===== config.mk =====
export PLATFORM = sky130hd
export DESIGN_NAME = memArbiter
export DESIGN_NICKNAME = d
export VERILOG_FILES = /design/src/mipsPkg.sv /design/src/memArbiter.sv
export SDC_FILE = /design/constraint.sdc
export NUM_CORES = 1
export LEC_CHECK = 0
export BUFFER_PORTS_ARGS = -buffer_cell sky130_fd_sc_hd__clkbuf_2
export CORE_AREA = 2 2 124 126
export DETAILED_ROUTE_END_ITERATION = 16
export DIE_AREA = 0 0 126 128
export GPL_TIMING_DRIVEN = 0
export HOLD_SLACK_MARGIN = 0.06
export PLACE_DENSITY_LB_ADDON = 0.12
export RECOVER_POWER = 50
export SYNTH_ARGS = -nofsm -noshare
export SYNTH_HDL_FRONTEND = slang
export SYNTH_SLANG_ARGS = --single-unit

===== constraint.sdc =====
create_clock -name clk -period 1.4 [get_ports clk]
set_clock_uncertainty 0.2 [all_clocks]
set_input_delay 0.42 -clock clk [delete_from_list [all_inputs] [get_ports clk]]
set_output_delay 0.42 -clock clk [all_outputs]
set_load 0.02 [all_outputs]

===== src/mipsPkg.sv =====
// Encodings cover only the supported MIPS subset plus the all-ones halt opcode
package mipsPkg;
	typedef logic [31:0] wordT;
	typedef logic [4:0] regIdxT;
	typedef logic [5:0] opcodeT;
	typedef logic [5:0] functT;
	typedef logic [2:0] aluCtrlT;
	typedef logic [1:0] branchT;

	// Primary opcodes
	localparam opcodeT opRType = 6'b000000;
	localparam opcodeT opAddi = 6'b001000;
	localparam opcodeT opLw = 6'b100011;
	localparam opcodeT opSw = 6'b101011;
	localparam opcodeT opBeq = 6'b000100;
	localparam opcodeT opBne = 6'b000101;
	localparam opcodeT opBgtz = 6'b000111;
	localparam opcodeT opHalt = 6'b111111;

	// R-type function codes
	localparam functT fnAdd = 6'b100000;
	localparam functT fnAddu = 6'b100001;
	localparam functT fnSub = 6'b100010;
	localparam functT fnSubu = 6'b100011;
	localparam functT fnAnd = 6'b100100;
	localparam functT fnOr = 6'b100101;
	localparam functT fnSll = 6'b000000;
	localparam functT fnSlt = 6'b101010;
	localparam functT fnSltu = 6'b101011;

	// ALU operations
	localparam aluCtrlT aluAnd = 3'd0;
	localparam aluCtrlT aluOr = 3'd1;
	localparam aluCtrlT aluAdd = 3'd2;
	localparam aluCtrlT aluSlt = 3'd3;
	localparam aluCtrlT aluAddu = 3'd4;
	localparam aluCtrlT aluSll = 3'd5;
	localparam aluCtrlT aluSub = 3'd6;
	localparam aluCtrlT aluSltu = 3'd7;

	// Branch kinds
	localparam branchT brNone = 2'd0;
	localparam branchT brEq = 2'd1;
	localparam branchT brNe = 2'd2;
	localparam branchT brGtz = 2'd3;
endpackage


===== src/memArbiter.sv =====
// Host always wins the port and may stall the core for as long as it keeps requesting
`timescale 1ns/1ps

module memArbiter import mipsPkg::*; #(
	parameter int memWords = 256
) (
	input logic clk,
	input logic reset,
	input logic hostEn,
	input logic hostWe,
	input logic [$clog2(memWords)-1:0] hostAddr,
	input wordT hostWData,
	output wordT hostRData,
	input logic fetchEn,
	input wordT fetchAddr,
	output wordT fetchData,
	output logic fetchGrant,
	input logic dataEn,
	input logic dataWe,
	input wordT dataAddr,
	input wordT dataWData,
	output wordT dataRData,
	output logic dataGrant,
	output logic memEn,
	output logic memWe,
	output logic [$clog2(memWords)-1:0] memAddr,
	output wordT memWData,
	input wordT memRData
);
	localparam int addrW = $clog2(memWords);

	logic hostRd, dataRd, fetchRd;

	// Fixed priority host > data > fetch
	assign dataGrant = dataEn && !hostEn;
	assign fetchGrant = fetchEn && !hostEn && !dataEn;

	assign memEn = hostEn || dataEn || fetchEn;
	assign memWe = hostEn ? hostWe : (dataEn && dataWe);
	assign memWData = hostEn ? hostWData : dataWData;

	// Byte addresses from the core become word indices
	always_comb begin
		if (hostEn) begin
			memAddr = hostAddr;
		end else if (dataEn) begin
			memAddr = dataAddr[addrW+1:2];
		end else begin
			memAddr = fetchAddr[addrW+1:2];
		end
	end

	// Owner of the read in flight
	always_ff @(posedge clk) begin
		if (reset) begin
			hostRd <= 1'b0;
			dataRd <= 1'b0;
			fetchRd <= 1'b0;
		end else begin
			hostRd <= hostEn && !hostWe;
			dataRd <= dataGrant && !dataWe;
			fetchRd <= fetchGrant;
		end
	end

	assign hostRData = hostRd ? memRData : '0;
	assign dataRData = dataRd ? memRData : '0;
	assign fetchData = fetchRd ? memRData : '0;
endmodule


Yosys cells after proc, flatten, opt, wreduce, memory -nomap -nowiden:

Cells that the tools add are included.

* input port bits: 175
* bits in read-only memories: 0
* register bits after elaboration: 3
* output and inout bits: 140
* memories kept: 0
* logic and storage cells: 22
* RAM bits: 0
* bits in latches: 0

* bitwise operators: 0
* shift operators: 0
* mux-type cells: 7
* $add $sub $neg: 0
* multipliers: 0
* reduce and logical (&&, ||, !) cells: 12
* divide/modulo/power cells: 0
* magnitude comparators: 0
* equal/unequal tests: 0

Operators by type and width (number)
* $mux 32: 4
* $mux 8: 2
* $logic_and 1x1->1: 6
* $logic_not 1->1: 4
* $logic_or 1x1->1: 2
* $mux 1: 1

Logic depth before layout (Yosys ltp):

* word-level depth: 3
* depth in mapped cells: 4
* depth with buffers taken out: 2

Worst setup path before layout:

No wires, ideal clock.

* path kind: input to output
* start point: input port hostEn
* end point: output port memAddr[4]
* data arrival time: 1215 ps
* stages: 3
* path slack: -435 ps
* path buffers: 2
* data required time: 780 ps
* path through: buf_6 > buf_2 > o21ai_0

* longest elaborated chain between the ends: 1

RTL lines
* start: declaration: RTL line memArbiter.sv:9 `input logic hostEn,`
* $mux 8: RTL line memArbiter.sv:44 `if (hostEn) begin`
* end: declaration: RTL line memArbiter.sv:26 `output logic [$clog2(memWords)-1:0] memAddr,`

Every way passes these cells.

Worst setup path after layout:

* start point: input port hostEn
* end point: output port memWData[22]

* longest elaborated chain between the ends: 1

RTL lines
* $mux 32: RTL line memArbiter.sv:40 `assign memWData = hostEn ? hostWData : dataWData;`
* end: declaration: RTL line memArbiter.sv:27 `output wordT memWData,`

Every way passes these cells.

==> results.py <==
metrics = {
    "status": {
        "outcome": "finished, violations left",
        "failed_checks": "setup timing",
    },
    "synthesis": {
        "synth-edff-count": 0,
        "yosysTopAreaCell": "and2_1",
        "synth.area.top_cells": "and2_1, mux2_4, mux2i_1, buf_12, dfxtp_1",
        "synth_cell_types": 16,
        "synth-main-ff-cell": "dfxtp_1",
        "yosysWarnings": 0,
        "yosysMostFrequentCell": "and2_1",
        "syn_inst": 178,
        "ys_seq_area_share_pct": 4.054,
        "syn_nets": 353,
        "synth_top_cell_area_share_pct": 40.54,
        "synth.avg_cell_area_um2": 8.323,
        "synth_seq_cells": 3,
        "synth_area_mm2": 0.001481,
        "synth_common_cells": "and2_1, mux2_4, clkbuf_1",
        "async_reset_ff_share_pct": 0,
    },
    "sta": {
        "period_share_pct": 127.0,
        "worst_pin_slew_ps": 359.2,
        "rsz0062_at_grt": "true",
        "slew_headroom_pct": 76.00,
        "fmax_ghz": 0.5622,
        "slew_viol_final": 0,
        "worst_slack_ps": -378.6,
        "setup_viol": 140,
        "finalHoldViolCount": 0,
        "timing.hold.ws_ps": 203.4,
        "fin_setup_tns_ps": -43120,
        "fin_crit_ps": 1779,
    },
    "placed_design": {
        "gp_congestion": 0.6627,
        "hpwlAfterDp_mm": 6.387,
        "io_buffers": 265,
        "dp_cells": 631,
        "pre_cts_ws_ps": -454.1,
        "placed_cell_area_mm2": 0.003219,
    },
    "pwr": {
        "vdd_drop_max_v": 0.0003192,
        "leakagePower_nw": 2.658,
        "powerDensity_mw_per_mm2": 362.5,
        "power_mw": 1.888,
    },
    "detailed_routing": {
        "routed_via_density": 3.711,
        "vias": 2431,
        "first_iter_violations": 40,
        "ant_nets": 0,
        "wl_per_cell_um": 14.43,
        "dr.pass1.iters": 4,
        "drc": 0,
        "drt-total-wl_mm": 9.453,
    },
    "clock_tree": {
        "clockBufferDepth": 2,
        "numCtsBuffers": 3,
        "cts-root-buf": "clkbuf_16",
        "htreeDepth": 1,
        "cts_sinks": 3,
        "clk_pin_slew_worst_paths_ps": 30,
        "cts_tree": "yes",
    },
    "worst_hold_path": {
        "min_path_type": "input pin to register",
    },
    "setup_path": {
        "cpLargestDelayFamily": "buffers and inverters",
        "worstSetupPathType": "input pin to output pin",
        "crit_chain": "buf_16 -> buf_12 -> mux2_4 -> buf_8",
        "critical_path_arrival_ps": 1160,
        "worst-path-max-fanout": 7,
        "crit_buf_inv": 3,
        "startpoint_type": "input pin",
        "required_ps": 780,
        "cp-end-kind": "output pin",
        "crit_slowest_cell": "mux2_4",
        "critPathMaxStageDelay_ps": 320,
    },
    "final_layout": {
        "drive_gt1_share_pct": 95.72,
        "fin_cells": 655,
        "diodes": 0,
        "final_core_utilization_pct": 35.03,
        "final_area_mm2": 0.005207,
        "area_delta_synth_final_pct": 251.5,
        "nets": 643,
    },
    "floorplan": {
        "pin_count": 315,
        "core_area_mm2": 0.01486,
        "initial_core_util_pct": 9.966,
        "die_y_um": 128,
        "die_w_um": 126,
        "dieArea_mm2": 0.01613,
        "row_count": 45,
    },
    "flow_run": {
        "maxCapViolCount": 0,
    },
    "global_routing": {
        "overflow": 0,
        "groute.usage.overall_pct": 10.41,
        "grt_pass1_vias": 2505,
        "grt_pass1_wl_mm": 13.45,
        "grt_max_degree": 11,
        "antenna_found_initial": 0,
    },
}
-- report_power, final --
group / switching (mW) / internal, mW
Combinational: 0.536 / 0.800
Sequential: 0.0137 / 0.0853
Clock: 0.0771 / 0.376
-- final cells by class --
type	count	area, µm²
timing repair buffer	285	2953
multi-input combinational	159	1597
buffer	16	272.8
tap	188	235.2
fill	1461	9657
clock buffer	4	78.83
sequential	3	71.32
-- registers in the layout, indices dropped and copies added (netlist names) --
name and cells:
dataRd 1, fetchRd 1, hostRd 1
-- path summary, 6_finish.rpt --
check	from	endpoint	slack, ps	cells past startpoint
setup / recovery	hostEn	memWData[22]	-380	4
hold / removal	reset	fetchRd	200	2
-- cells in the final DEF, fill, tap and decap left out --
cell / synthesis / final
clkbuf_2: 0 / 124
buf_8: 0 / 106
and2_4: 0 / 96
mux2_4: 32 / 32
buf_6: 3 / 31
clkbuf_8: 0 / 27
nand2_1: 8 / 8
mux2i_1: 8 / 7
o21ai_2: 0 / 7
clkbuf_16: 0 / 6
buf_12: 3 / 5
buf_16: 0 / 4
dfxtp_4: 0 / 3
nor2b_1: 1 / 2
nor3b_1: 2 / 2
mux2i_4: 0 / 1
o21ai_4: 0 / 1
nor3b_4: 0 / 1
or3_4: 0 / 1
a22o_4: 0 / 1
clkbuf_1: 9 / 1
buf_4: 0 / 1
-- timing repair --
| item | in CTS | in global routing |
|---|---|---|
| resized for setup | 372 | 186 |
| gates cloned | 12 | 2 |
| pin swaps | 65 | 5 |
| buffers inserted | 4 | 2 |
| hold endpoints to repair | 0 | 0 |
| endpoints found under the setup margin | 140 | 140 |
| hold buffers | 0 | 0 |
-- routing by layer --
| metal | vias to the layer above | wire length (µm) | GRT usage, % |
|---|---|---|---|
| met5 | - | 0 | 0 |
| met4 | 0 | 65 | 1.939 |
| met3 | 4 | 1001 | 2.713 |
| met2 | 176 | 5086 | 20.62 |
| met1 | 1088 | 3300 | 11.07 |
| li1 | 1163 | - | - |
-- cell families (layout without fill, tap and decap cells) --
group,Yosys count,in the layout,share of synthesized area [%]
simple gates,110,110,45.86
buf+inv,16,305,8.952
flops,3,3,4.054
compound gates,9,9,3.294
mux,40,40,37.84
(Power assumes the default switching activity.)
